[config.mk]
export PLATFORM = sky130hd
export DESIGN_NAME = dsp_flat
export DESIGN_NICKNAME = d
export VERILOG_FILES = /design/src/dsp_pkg.sv /design/src/ifdsp.sv /design/src/pulse_core.sv /design/src/dsp.sv /design/src/flat_wrapper.sv
export SDC_FILE = /design/constraint.sdc
export NUM_CORES = 2
export LEC_CHECK = 0
export ABC_AREA = 1
export BUFFER_PORTS_ARGS = -buffer_cell sky130_fd_sc_hd__buf_2
export CORE_MARGIN = 1.5
export CORE_UTILIZATION = 45
export DETAILED_ROUTE_END_ITERATION = 10
export HOLD_SLACK_MARGIN = 0.06
export PLACE_DENSITY_LB_ADDON = 0.12
export RECOVER_POWER = 50
export SYNTH_ARGS = -nofsm -noshare
export SYNTH_HDL_FRONTEND = slang
export SYNTH_SLANG_ARGS = --single-unit
[constraint.sdc]
create_clock -name clk -period 7.25 [get_ports clk]
set_input_delay 0.725 -clock clk [delete_from_list [all_inputs] [get_ports clk]]
set_output_delay 0.725 -clock clk [all_outputs]
set_load 0.01 [all_outputs]
[src/dsp_pkg.sv]
package dsp_pkg;

    // ~~~~~~~~~~~~~~~~~~~~~~~~~~~~~~
    // sizes
    // ~~~~~~~~~~~~~~~~~~~~~~~~~~~~~~
    localparam int DATA_W     = 32;   // host write word
    localparam int CMD_W      = 128;  // one command is four host words
    localparam int CMD_ADDR_W = 6;
    localparam int ENV_ADDR_W = 10;
    localparam int ENV_LEN_W  = 10;
    localparam int ACC_ADDR_W = 8;
    localparam int ACC_W      = 32;
    localparam int SAMPLE_W   = 16;   // signed dac and adc samples
    localparam int TIME_W     = 16;   // shot timer and window lengths

    // fixed point scaling of envelope times amplitude
    localparam int AMP_SHIFT  = 15;
    localparam int PROD_W     = 2 * SAMPLE_W;

    typedef enum logic [2:0] {
        SEL_CMD = 3'd0,
        SEL_ENV = 3'd1
    } mem_sel_e;

    typedef enum logic [1:0] {
        OP_PULSE = 2'd0,
        OP_ACQ   = 2'd1,
        OP_END   = 2'd2
    } opcode_e;

    // ~~~~~~~~~~~~~~~~~~~~~~~~~~~~~~
    // command word, opcode on top in both views
    // ~~~~~~~~~~~~~~~~~~~~~~~~~~~~~~
    localparam int PULSE_PAD_W = CMD_W - 2 - TIME_W - ENV_ADDR_W - ENV_LEN_W - SAMPLE_W;
    localparam int ACQ_PAD_W   = CMD_W - 2 - 2 * TIME_W - ACC_ADDR_W;

    typedef struct packed {
        opcode_e                    opcode;
        logic [TIME_W-1:0]          start_time;
        logic [ENV_ADDR_W-1:0]      env_addr;
        logic [ENV_LEN_W-1:0]       env_len;
        logic signed [SAMPLE_W-1:0] amp;
        logic [PULSE_PAD_W-1:0]     pad;
    } pulse_cmd_t;

    typedef struct packed {
        opcode_e                    opcode;
        logic [TIME_W-1:0]          start_time;
        logic [TIME_W-1:0]          acq_len;
        logic [ACC_ADDR_W-1:0]      acc_base;
        logic [ACQ_PAD_W-1:0]       pad;
    } acq_cmd_t;

    typedef union packed {
        pulse_cmd_t pulse;
        acq_cmd_t   acq;
    } cmd_u;

endpackage

[src/ifdsp.sv]
`timescale 1ns/1ns

interface ifdsp import dsp_pkg::*; #(
    parameter int NPROC = 2
) ();

    // core side outputs, one entry per core
    logic [CMD_ADDR_W-1:0]      addr_command [NPROC];
    logic [ENV_ADDR_W-1:0]      addr_env     [NPROC];
    logic                       we_acc       [NPROC];
    logic [ACC_ADDR_W-1:0]      addr_acc     [NPROC];
    logic [ACC_W-1:0]           data_acc     [NPROC];
    logic signed [SAMPLE_W-1:0] dac          [NPROC];

    // memory side outputs
    cmd_u                       data_command [NPROC];
    logic [DATA_W-1:0]          data_env     [NPROC];
    logic signed [SAMPLE_W-1:0] adc          [NPROC];
    logic                       stb_start;   // shared by all cores
    logic [15:0]                nshot;

    modport dsp (
        output addr_command, addr_env,
        output we_acc, addr_acc, data_acc,
        output dac,
        input  data_command, data_env,
        input  adc, stb_start, nshot
    );

    modport mem (
        input  addr_command, addr_env,
        input  we_acc, addr_acc, data_acc,
        input  dac,
        output data_command, data_env,
        output adc, stb_start, nshot
    );

endinterface

[src/pulse_core.sv]
`timescale 1ns/1ns

module pulse_core import dsp_pkg::*; (
    input  logic                       clk,
    input  logic                       rst,
    input  logic                       stb_start,
    input  logic [15:0]                nshot,
    output logic [CMD_ADDR_W-1:0]      cmd_addr,
    input  cmd_u                       cmd_data,
    output logic [ENV_ADDR_W-1:0]      env_addr,
    input  logic [DATA_W-1:0]          env_data,
    input  logic signed [SAMPLE_W-1:0] adc,
    output logic signed [SAMPLE_W-1:0] dac,
    output logic                       acc_we,
    output logic [ACC_ADDR_W-1:0]      acc_addr,
    output logic [ACC_W-1:0]           acc_data,
    output logic                       busy
);

    typedef enum logic [1:0] {
        S_IDLE,
        S_FETCH,
        S_EXEC
    } state_e;

    state_e                     state;
    logic                       fetch_cnt;
    logic [TIME_W-1:0]          shot_time;
    logic [15:0]                shot_cnt;
    logic [15:0]                nshot_q;
    opcode_e                    op;
    logic                       pulse_busy, acq_busy;
    logic                       pulse_issue, acq_issue, end_go;
    logic                       env_rd;
    logic [ENV_ADDR_W-1:0]      env_ptr;
    logic [ENV_LEN_W-1:0]       play_cnt;
    logic [1:0]                 rd_valid;
    logic signed [SAMPLE_W-1:0] amp_q;
    logic signed [SAMPLE_W-1:0] env_s;
    logic signed [PROD_W-1:0]   prod;
    logic [TIME_W-1:0]          acq_cnt;
    logic [ACC_W-1:0]           acc_sum;

    // cmd_data stays valid in S_EXEC because cmd_addr only moves on leaving it
    assign op = cmd_data.pulse.opcode;

    assign pulse_busy  = (play_cnt != '0) || (rd_valid != '0);
    assign acq_busy    = (acq_cnt != '0) || acc_we;
    assign pulse_issue = (state == S_EXEC) && (op == OP_PULSE) && !pulse_busy &&
                         (shot_time >= cmd_data.pulse.start_time);
    assign acq_issue   = (state == S_EXEC) && (op == OP_ACQ) && !acq_busy &&
                         (shot_time >= cmd_data.acq.start_time);
    // an unknown opcode ends the shot as well
    assign end_go      = (state == S_EXEC) && (op != OP_PULSE) && (op != OP_ACQ) &&
                         !pulse_busy && !acq_busy;

    assign busy = (state != S_IDLE);

    // ~~~~~~~~~~~~~~~~~~~~~~~~~~~~~~
    // command sequencer
    // ~~~~~~~~~~~~~~~~~~~~~~~~~~~~~~
    always_ff @(posedge clk) begin
        if (rst) begin
            state     <= S_IDLE;
            cmd_addr  <= '0;
            fetch_cnt <= 1'b0;
            shot_time <= '0;
            shot_cnt  <= '0;
            nshot_q   <= '0;
        end else begin
            if (shot_time != '1) begin
                shot_time <= shot_time + 1'b1;  // saturates on very long shots
            end
            case (state)
                S_IDLE: begin
                    if (stb_start && (nshot != '0)) begin
                        state     <= S_FETCH;
                        cmd_addr  <= '0;
                        shot_time <= '0;
                        shot_cnt  <= '0;
                        nshot_q   <= nshot;
                    end
                end
                S_FETCH: begin
                    // two cycles of command memory latency
                    fetch_cnt <= ~fetch_cnt;
                    if (fetch_cnt) begin
                        state <= S_EXEC;
                    end
                end
                S_EXEC: begin
                    if (pulse_issue || acq_issue) begin
                        cmd_addr <= cmd_addr + 1'b1;
                        state    <= S_FETCH;
                    end else if (end_go) begin
                        cmd_addr <= '0;
                        if (shot_cnt + 1 < nshot_q) begin
                            shot_cnt  <= shot_cnt + 1'b1;
                            shot_time <= '0;
                            state     <= S_FETCH;
                        end else begin
                            state <= S_IDLE;
                        end
                    end
                end
                default: state <= S_IDLE;
            endcase
        end
    end

    // ~~~~~~~~~~~~~~~~~~~~~~~~~~~~~~
    // envelope player
    // ~~~~~~~~~~~~~~~~~~~~~~~~~~~~~~
    // the first address goes out in the issue cycle so sample 0 lands 3 cycles later
    assign env_rd   = (pulse_issue && (cmd_data.pulse.env_len != '0)) || (play_cnt != '0);
    assign env_addr = pulse_issue ? cmd_data.pulse.env_addr : env_ptr;
    assign env_s    = signed'(env_data[SAMPLE_W-1:0]);  // upper half of the word is spare
    assign prod     = env_s * amp_q;

    always_ff @(posedge clk) begin
        if (rst) begin
            play_cnt <= '0;
            rd_valid <= '0;
            dac      <= '0;
        end else begin
            rd_valid <= {rd_valid[0], env_rd};
            dac      <= rd_valid[1] ? SAMPLE_W'(prod >>> AMP_SHIFT) : '0;
            if (pulse_issue && (cmd_data.pulse.env_len != '0)) begin
                play_cnt <= cmd_data.pulse.env_len - 1'b1;
            end else if (play_cnt != '0) begin
                play_cnt <= play_cnt - 1'b1;
            end
        end
    end

    always_ff @(posedge clk) begin
        if (pulse_issue) begin
            env_ptr <= cmd_data.pulse.env_addr + 1'b1;
            amp_q   <= cmd_data.pulse.amp;
        end else if (play_cnt != '0) begin
            env_ptr <= env_ptr + 1'b1;
        end
    end

    // ~~~~~~~~~~~~~~~~~~~~~~~~~~~~~~
    // acquisition accumulator
    // ~~~~~~~~~~~~~~~~~~~~~~~~~~~~~~
    always_ff @(posedge clk) begin
        if (rst) begin
            acq_cnt <= '0;
            acc_we  <= 1'b0;
        end else begin
            acc_we <= (acq_cnt == TIME_W'(1));  // last window cycle, write next
            if (acq_issue) begin
                acq_cnt <= cmd_data.acq.acq_len;
            end else if (acq_cnt != '0) begin
                acq_cnt <= acq_cnt - 1'b1;
            end
        end
    end

    always_ff @(posedge clk) begin
        if (acq_issue) begin
            acc_sum  <= '0;
            acc_addr <= cmd_data.acq.acc_base + shot_cnt[ACC_ADDR_W-1:0];
        end else if (acq_cnt != '0) begin
            acc_sum <= acc_sum + ACC_W'(adc);
        end
    end

    assign acc_data = acc_sum;

endmodule

[src/dsp.sv]
`timescale 1ns/1ns

module dsp #(
    parameter int NPROC = 2
) (
    input  logic             clk,
    input  logic             rst,
    ifdsp.dsp                dspif,
    output logic [NPROC-1:0] busy
);

    // ~~~~~~~~~~~~~~~~~~~~~~~~~~~~~~
    // one sequencer per core
    // ~~~~~~~~~~~~~~~~~~~~~~~~~~~~~~
    for (genvar i = 0; i < NPROC; i++) begin : g_core
        // start and shot count are common, everything else is per core
        pulse_core u_core (
            .clk       (clk),
            .rst       (rst),
            .stb_start (dspif.stb_start),
            .nshot     (dspif.nshot),
            .cmd_addr  (dspif.addr_command[i]),
            .cmd_data  (dspif.data_command[i]),
            .env_addr  (dspif.addr_env[i]),
            .env_data  (dspif.data_env[i]),
            .adc       (dspif.adc[i]),   // core i owns adc channel i
            .dac       (dspif.dac[i]),
            .acc_we    (dspif.we_acc[i]),
            .acc_addr  (dspif.addr_acc[i]),
            .acc_data  (dspif.data_acc[i]),
            .busy      (busy[i])
        );
    end

endmodule

[src/flat_wrapper.sv]
// flat-port wrapper written by rule: the top's interface ports become plain ports
module dsp_flat 
#(
    parameter int NPROC = 2
)
  (clk, rst, busy, dspif_addr_command, dspif_addr_env, dspif_we_acc, dspif_addr_acc, dspif_data_acc, dspif_dac, dspif_data_command, dspif_data_env, dspif_adc, dspif_stb_start, dspif_nshot);
  ifdsp #(.NPROC(NPROC)) dspif_i ();
  input  logic clk;
  input  logic rst;
  output logic [NPROC-1:0] busy;
  output wire logic [$bits(dspif_i.addr_command)-1:0] dspif_addr_command;
  output wire logic [$bits(dspif_i.addr_env)-1:0] dspif_addr_env;
  output wire logic [$bits(dspif_i.we_acc)-1:0] dspif_we_acc;
  output wire logic [$bits(dspif_i.addr_acc)-1:0] dspif_addr_acc;
  output wire logic [$bits(dspif_i.data_acc)-1:0] dspif_data_acc;
  output wire logic [$bits(dspif_i.dac)-1:0] dspif_dac;
  input wire logic [$bits(dspif_i.data_command)-1:0] dspif_data_command;
  input wire logic [$bits(dspif_i.data_env)-1:0] dspif_data_env;
  input wire logic [$bits(dspif_i.adc)-1:0] dspif_adc;
  input wire logic [$bits(dspif_i.stb_start)-1:0] dspif_stb_start;
  input wire logic [$bits(dspif_i.nshot)-1:0] dspif_nshot;
  assign dspif_addr_command = {>>{dspif_i.addr_command}};
  assign dspif_addr_env = {>>{dspif_i.addr_env}};
  assign dspif_we_acc = {>>{dspif_i.we_acc}};
  assign dspif_addr_acc = {>>{dspif_i.addr_acc}};
  assign dspif_data_acc = {>>{dspif_i.data_acc}};
  assign dspif_dac = {>>{dspif_i.dac}};
  assign dspif_i.data_command = {>>{dspif_data_command}};
  assign dspif_i.data_env = {>>{dspif_data_env}};
  assign dspif_i.adc = {>>{dspif_adc}};
  assign dspif_i.stb_start = dspif_stb_start;
  assign dspif_i.nshot = dspif_nshot;
  dsp #(.NPROC(NPROC)) u_core (.clk(clk), .rst(rst), .dspif(dspif_i), .busy(busy));
endmodule
Word-level counts from Yosys, hierarchy flattened
Index checks and enable logic that the tools add are counted.
{"block": "totals", "register_bits": 336, "out_inout_bits": 148}
{"block": "op_classes", "addsub": 22, "multipliers": 2, "n_lt_le_gt_ge": 4, "n_eq_ne": 24, "mux": 53, "n_bitwise": 4, "reduce_logical": 70}
{"op": "16-bit 2-to-1 mux", "n": 21}
{"op": "16-bit one-hot mux with 2 select lines", "n": 4}
{"op": "10-bit 2-to-1 mux", "n": 10}
{"op": "16-bit by 1-bit adder with 16-bit output, second input constant", "n": 4}
{"op": "32-bit adder", "n": 2}
{"op": "16-bit by 16-bit multiplier with 31-bit output", "n": 2}
{"op": "16-bit nonzero test", "n": 3}
{"op": "10-bit by 1-bit adder with 10-bit output, second input constant", "n": 4}
{"op": "10-bit nonzero test", "n": 4}
{"op": "10-bit by 1-bit subtractor with 10-bit output, second input constant", "n": 4}
{"op": "16-bit by 1-bit adder with 17-bit output, second input constant", "n": 2}
{"op": "17-bit by 16-bit less-than comparator with 1-bit output", "n": 2}
{"op": "16-bit by 1-bit == test with 1-bit output, second input constant", "n": 2}
{"op": "16-bit greater-or-equal comparator", "n": 2}
{"op": "16-bit inequality test, second input constant", "n": 2}
{"op": "16-bit by 1-bit subtractor with 16-bit output, second input constant", "n": 2}
{"op": "6-bit 2-to-1 mux", "n": 5}
{"op": "2-bit nonzero test", "n": 14}
{"op": "6-bit one-hot mux with 2 select lines", "n": 2}
{"op": "1-bit logical AND", "n": 23}
{"op": "8-bit adder", "n": 2}
{"op": "2-bit 2-to-1 mux", "n": 7}
{"op": "2-bit inequality test, second input constant", "n": 7}
{"op": "6-bit by 1-bit adder with 6-bit output, second input constant", "n": 2}
{"op": "other kinds (14)", "n": 47}

Logic depth before layout (Yosys ltp)
{"block": "depth", "word_depth": 8, "depth_mapped": 29}

By module
From an unflattened synthesis, not the netlist that was laid out.
{"block": "hier_totals", "hier_cells": 5501, "hier_area_um2": 40796.6}
{"mod": "pulse_core (u_core.g_core[0].u_core)", "instances": 1, "cells_each": 2789, "area_each_um2": 20512.2, "seq_area_each_um2": 3703.6}
{"mod": "pulse_core (u_core.g_core[1].u_core)", "instances": 1, "cells_each": 2712, "area_each_um2": 20284.5, "seq_area_each_um2": 3703.6}

Least setup slack after synthesis
OpenSTA, ideal clock, no wires.
{"block": "synth_path", "path_type": "in2reg", "startpoint": "input port dspif_data_env[47]", "endpoint": "register u_core.g_core[0].u_core.dac[14]", "setup_time_ns": 0.115, "arrival_time_ns": 5.942, "t_required_ns": 7.135, "path_slack_ns": 1.193, "stages": 25, "path_buffers": 1, "cell_sequence": "clkbuf_1 nand2_1 inv_1 fa_1 inv_1 fa_1 inv_1 fa_1 inv_1 fa_1 inv_1 fa_1 inv_1 fa_1 inv_1 ha_1 inv_1 nor3_1 inv_1 nor2_1 inv_1 nor4_1 nand2_1 a21oi_1 nor2_1"}
{"block": "synth_between", "elab_chain_cells": 1}
{"element": "start, declared", "line": "flat_wrapper.sv:18", "source": "input wire logic [$bits(dspif_i.data_env)-1:0] dspif_data_env;"}
{"element": "16-bit by 16-bit multiplier with 31-bit output", "line": "pulse_core.sv:118", "source": "assign prod = env_s * amp_q;"}
{"element": "end signal, assigned", "line": "pulse_core.sv:127", "source": "dac <= rd_valid[1] ? SAMPLE_W'(prod >>> AMP_SHIFT) : '0;"}
{"element": "end, declared", "line": "pulse_core.sv:13", "source": "output logic signed [SAMPLE_W-1:0] dac,"}
Every way passes these cells.
A chain may end at the register's enable or synchronous reset.

Worst setup path after layout
{"block": "layout_path", "startpoint": "register u_core.g_core[0].u_core.amp_q[2]", "endpoint": "register u_core.g_core[0].u_core.dac[8]"}
{"block": "layout_between", "elab_chain_cells": 1}
{"element": "start, declared", "line": "pulse_core.sv:38", "source": "logic signed [SAMPLE_W-1:0] amp_q;"}
{"element": "start signal, assigned", "line": "pulse_core.sv:139", "source": "amp_q <= cmd_data.pulse.amp;"}
{"element": "16-bit by 16-bit multiplier with 31-bit output", "line": "pulse_core.sv:118"}
Every way passes these cells.

==> results list <==
- TritonCTS built the clock tree.
- For this run, the leading register cell type out of synthesis is dfxtp_1.
* Result of the run: finished with violations
- The number of global-route vias before repair was 34500.
- The slowest stage of the critical path is the edfxtp_1 cell.
- Depth of the most critical reg-to-reg path: 24
- In this run, post-CTS hold repair placed 0 buffers.
- Measured against its own limit, the worst slew margin works out to -1.29.
* Clock transition at path regs: 0.06 ns
* Cell Area, Placed: ~43000 µm²
* Failing checks: capacitance limit, slew limit
- Gate count of the mapped netlist: 5411
- Entering global routing, the biggest net connects 65 pins.
- The setup check on the worst reg-to-reg path leaves a slack of 1.03 ns.
* Number of cells on the worst hold path: 1
- Setup violations remaining at the end of the flow were counted as 0.
* Final period demand of the worst path: between 6 and 7 ns
- During synthesis, Yosys emitted a total of 0 warnings.
- Combinational share of power: 0.701
- Largest delay share family, worst path: adder cells
* Cell area after technology mapping: 40500 µm²
* Worst min path class: in2reg
- Cell internal pwr: 0.00812 W
* Ratio of cells with drive above 1 in the final layout: 0.0703
- The number of nets handed over by synthesis was 6602.
* Number of register bits inferred by synthesis: 336
- Number of search-and-repair iterations in the first detailed-routing pass: 6
- Leaving out filler cells and counting taps, the final layout contains around 6800.
- The total overflow left after global routing is 0.
- The largest single stage delay on the critical path is 0.65 ns.
* Number of distinct standard cells referenced by the synthesized netlist: 56
- During I/O placement, the number of pins put on the boundary was 519.
- Wire length of the first global-routing pass: 183000 µm
- Max_cap viols: 1
- Layout Skew: 0.0377 ns
- The worst hold path begins at dspif_data_command[207].
- Total Neg Setup Slack: 0 ns
- Fillers: 9017
* List of cells traversed by the critical path: buf_4 > nand2_1 > inv_1 > fa_1 > inv_1 > fa_1 > fa_1 > inv_1 > fa_1 > fa_1 > inv_1 > fa_1 > inv_1 > ha_1 > a21oi_1 > o21ai_0 > a21oi_1 > nand2_1 > nand2_1 > nand2_1 > a21oi_1 > nand2_1 > nand2_1 > nor2_1
- Maximum level of the CTS H-tree: 2
- Number of pins exceeding their max-slew limit in the final report: 65
- Switching share of power: 0.529
* Worst-path fanout max: 10
* Initial Util: 0.456
* Data required time at the worst endpoint: 7.77 ns
- Across every metal layer, demand over resource in global routing totals 0.252.
- At the end of the flow, the number of nets in the layout was between 6000 and 7000.
- Capturing point of the worst reg2reg path: u_core.g_core[0].u_core.dac[8]
- CTS saw between 300 and 400 sinks.
- Of the total power, the clock network draws 0.137.
- Setup repair after global routing left no endpoint under its margin.
- Worst setup path class: reg2reg
- The die is slightly above 300 µm wide.
- In the synthesized netlist the async set-or-reset flop fraction comes to 0.
* Slew of the pin with the lowest slew margin: 3.43 ns
* Syn_area_per_cell: 7.49 µm²
- Share of the core filled with cells in the final layout: 0.500
- The number of gates resized after CTS was 0.
* Static Leakage: 23.4 nW
- For this run, the register share of the synthesized area comes to 0.183.
- Number of enable-type register cells in the synthesized netlist: 68
* Total instance count after detailed placement: slightly below 7000
- After routing the design area is 44400 µm².
- In the finished design, the share of the clock period the worst path needs comes to 0.858.
* Vias: 34500
- Maximum vdd ir drop: 0.341 mV
* Pwr per Cell Area: 388 nW/µm²
- Drt total wl: ~110000 µm
* Final worst hold slack: 0.265 ns
- Chip Height: 303 µm
- The worst setup path is launched from a register.
* Area inside the core boundary: 88800 µm²
- Via/cell ratio: 5.04
- Average wire per cell in the routed design: 16.5 µm
- Psw: just over 0.009 W
- Floorplan die area: 91800 µm²
* Violation count after the first detailed-route iteration: 2076
- DRC violation count after routing: 0
* Post-CTS setup buffer count: 0
- In this run the critical register-to-register path is launched from u_core.g_core[0].u_core.amp_q[2].
* Number of antenna-violating nets in the routed design: 0
* Clock root buffer master: clkbuf_16
* Area growth from synthesis to final layout: 9.65%
* Number of hold-slack violations in the final timing report: 0
* Buffering stage count on the worst path with inverters included: 6
- STA classifies the critical path endpoint as a register.
* Final estimated routing congestion in global placement: 0.935
- Once detailed placement completed, the half-perimeter wirelength came to between 90000 and 100000 µm.
- Number of buffers inserted during clock tree synthesis: 45
- Bufs on Longest Clock Path: 3
- At the later pin of the worst-skew pair, clock insertion delay measures 0.63 ns.
* Std-Cell Rows: between 100 and 150
* Antenna violations before repair: 11
- Achievable Freq: roughly 160 MHz
* End of the worst hold path: u_core.g_core[0].u_core.amp_q[5]
* Port Buffer Count: roughly 340
- Data arrives at the worst endpoint at 6.74 ns.
* Sequential share of power: 0.161
## flip-flops by register name, summed over array words and instances, names as in the netlist, 4 cells and up
signal	count
u_core.g_core.u_core.acc_data	64
u_core.g_core.u_core.acq_cnt	32
u_core.g_core.u_core.amp_q	32
u_core.g_core.u_core.dac	32
u_core.g_core.u_core.nshot_q	32
u_core.g_core.u_core.shot_cnt	32
u_core.g_core.u_core.shot_time	32
u_core.g_core.u_core.env_ptr	20
u_core.g_core.u_core.play_cnt	20
u_core.g_core.u_core.acc_addr	16
u_core.g_core.u_core.cmd_addr	12
u_core.g_core.u_core.rd_valid	4
u_core.g_core.u_core.state	4
## synthesized netlist by cell type (16+ instances only)
library cell / count / area, µm²
inv_1: 1280 / 4800
nand2_1: 1144 / 4290
fa_1: 514 / 10300
nor2_1: 371 / 1390
a21oi_1: 351 / 1760
ha_1: 306 / 3830
dfxtp_1: 268 / 5370
o21ai_0: 213 / 1070
nand3_1: 156 / 781
clkbuf_1: 146 / 548
xor2_1: 87 / 762
nand4_1: 69 / 432
edfxtp_1: 68 / 2040
nor3_1: 53 / 265
xnor2_1: 42 / 368
o21bai_1: 28 / 210
a21o_1: 27 / 203
or2_2: 27 / 169
nor4_1: 24 / 150
nor2_2: 20 / 125
a31oi_1: 18 / 113
nand2_2: 16 / 100
## layout by cell type, fill, tap and decap left out, types with 42 or more instances in the layout
cell type / Yosys / layout
a21oi_1: 351 / 351
buf_2: 3 / 199
clkbuf_1: 146 / 153
clkbuf_16: 0 / 48
dfxtp_1: 268 / 268
edfxtp_1: 68 / 68
fa_1: 514 / 514
ha_1: 306 / 306
inv_1: 1280 / 1283
nand2_1: 1144 / 1146
nand3_1: 156 / 159
nand4_1: 69 / 69
nor2_1: 371 / 371
nor3_1: 53 / 54
o21ai_0: 213 / 215
xnor2_1: 42 / 42
xor2_1: 87 / 87
## logic make-up after synthesis
group | Yosys count | share of synthesized area
compound gates | 729 | 0.0996
simple gates | 1929 | 0.202
xor+xnor | 129 | 0.0279
flops | 336 | 0.183
buf+inv | 1468 | 0.139
fa+ha+maj | 820 | 0.348
## layer usage
layer  up-vias  track usage  wire (µm)  part of all wire
li1      17000            -          -                 -
met1     16500        0.348      52100              0.46
met2       831        0.405      50200              0.44
met3       160       0.0387       6610             0.058
met4         4       0.0835       4260             0.038
met5         -            0         27           0.00024
## worst reg2reg max path: cells and delay by family (launching register included)
| family | cells | cell delay [ns] |
|---|---|---|
| adder cells (fa/ha/maj) | 7 | 3.36 |
| buffers and inverters | 6 | 0.55 |
| AND/OR/NAND/NOR | 7 | 0.59 |
| flip-flops | 1 | 0.65 |
| AO/OA/AOI/OAI | 4 | 0.96 |
## cell type report
class / count / area, µm² / share of cell area
clock buffers: 71 / 1400 / 0.0315
flip-flops and latches: 336 / 7410 / 0.167
multi-input cells: 3607 / 27500 / 0.618
diodes: 5 / 12.5 / 0.000282
clock inverters: 11 / 164 / 0.00369
repair buffers: 360 / 1670 / 0.0376
inverters: 1294 / 4860 / 0.109
well taps: 1165 / 1460 / 0.0328
## per-stage QoR
stage / setup WS [ns] / power [W]
after floorplan: 1.19 / 0.0117
after global placement: 0.665 / 0.0148
after detailed placement: 0.640 / 0.0149
after CTS: 0.992 / 0.0174
after global routing: 0.588 / 0.0193
final: 1.03 / 0.0173
## power groups by stage
stage / sequential [W] / clock, W / combinational [W]
2_1_floorplan: 0.00282 / 0 / 0.00889
3_3_place_gp: 0.00279 / 0 / 0.0120
3_5_place_dp: 0.00281 / 0 / 0.0121
4_1_cts: 0.00277 / 0.00244 / 0.0122
5_1_grt: 0.00284 / 0.00250 / 0.0139
6_report: 0.00278 / 0.00237 / 0.0121
## worst max-delay path by stage
stage          slack (ns)                              from  depth (start not counted)                               to
2_1_floorplan        1.19                dspif_data_env[47]                         25  u_core.g_core[0].u_core.dac[14]
3_3_place_gp         0.67                dspif_data_env[47]                         22  u_core.g_core[0].u_core.dac[15]
3_5_place_dp         0.64                dspif_data_env[47]                         22  u_core.g_core[0].u_core.dac[15]
4_1_cts              0.99  u_core.g_core[0].u_core.amp_q[2]                         21  u_core.g_core[0].u_core.dac[15]
5_1_grt              0.59  u_core.g_core[0].u_core.amp_q[2]                         21  u_core.g_core[0].u_core.dac[15]
6_report             1.03  u_core.g_core[0].u_core.amp_q[2]                         24   u_core.g_core[0].u_core.dac[8]
(Power assumes the default switching activity.)
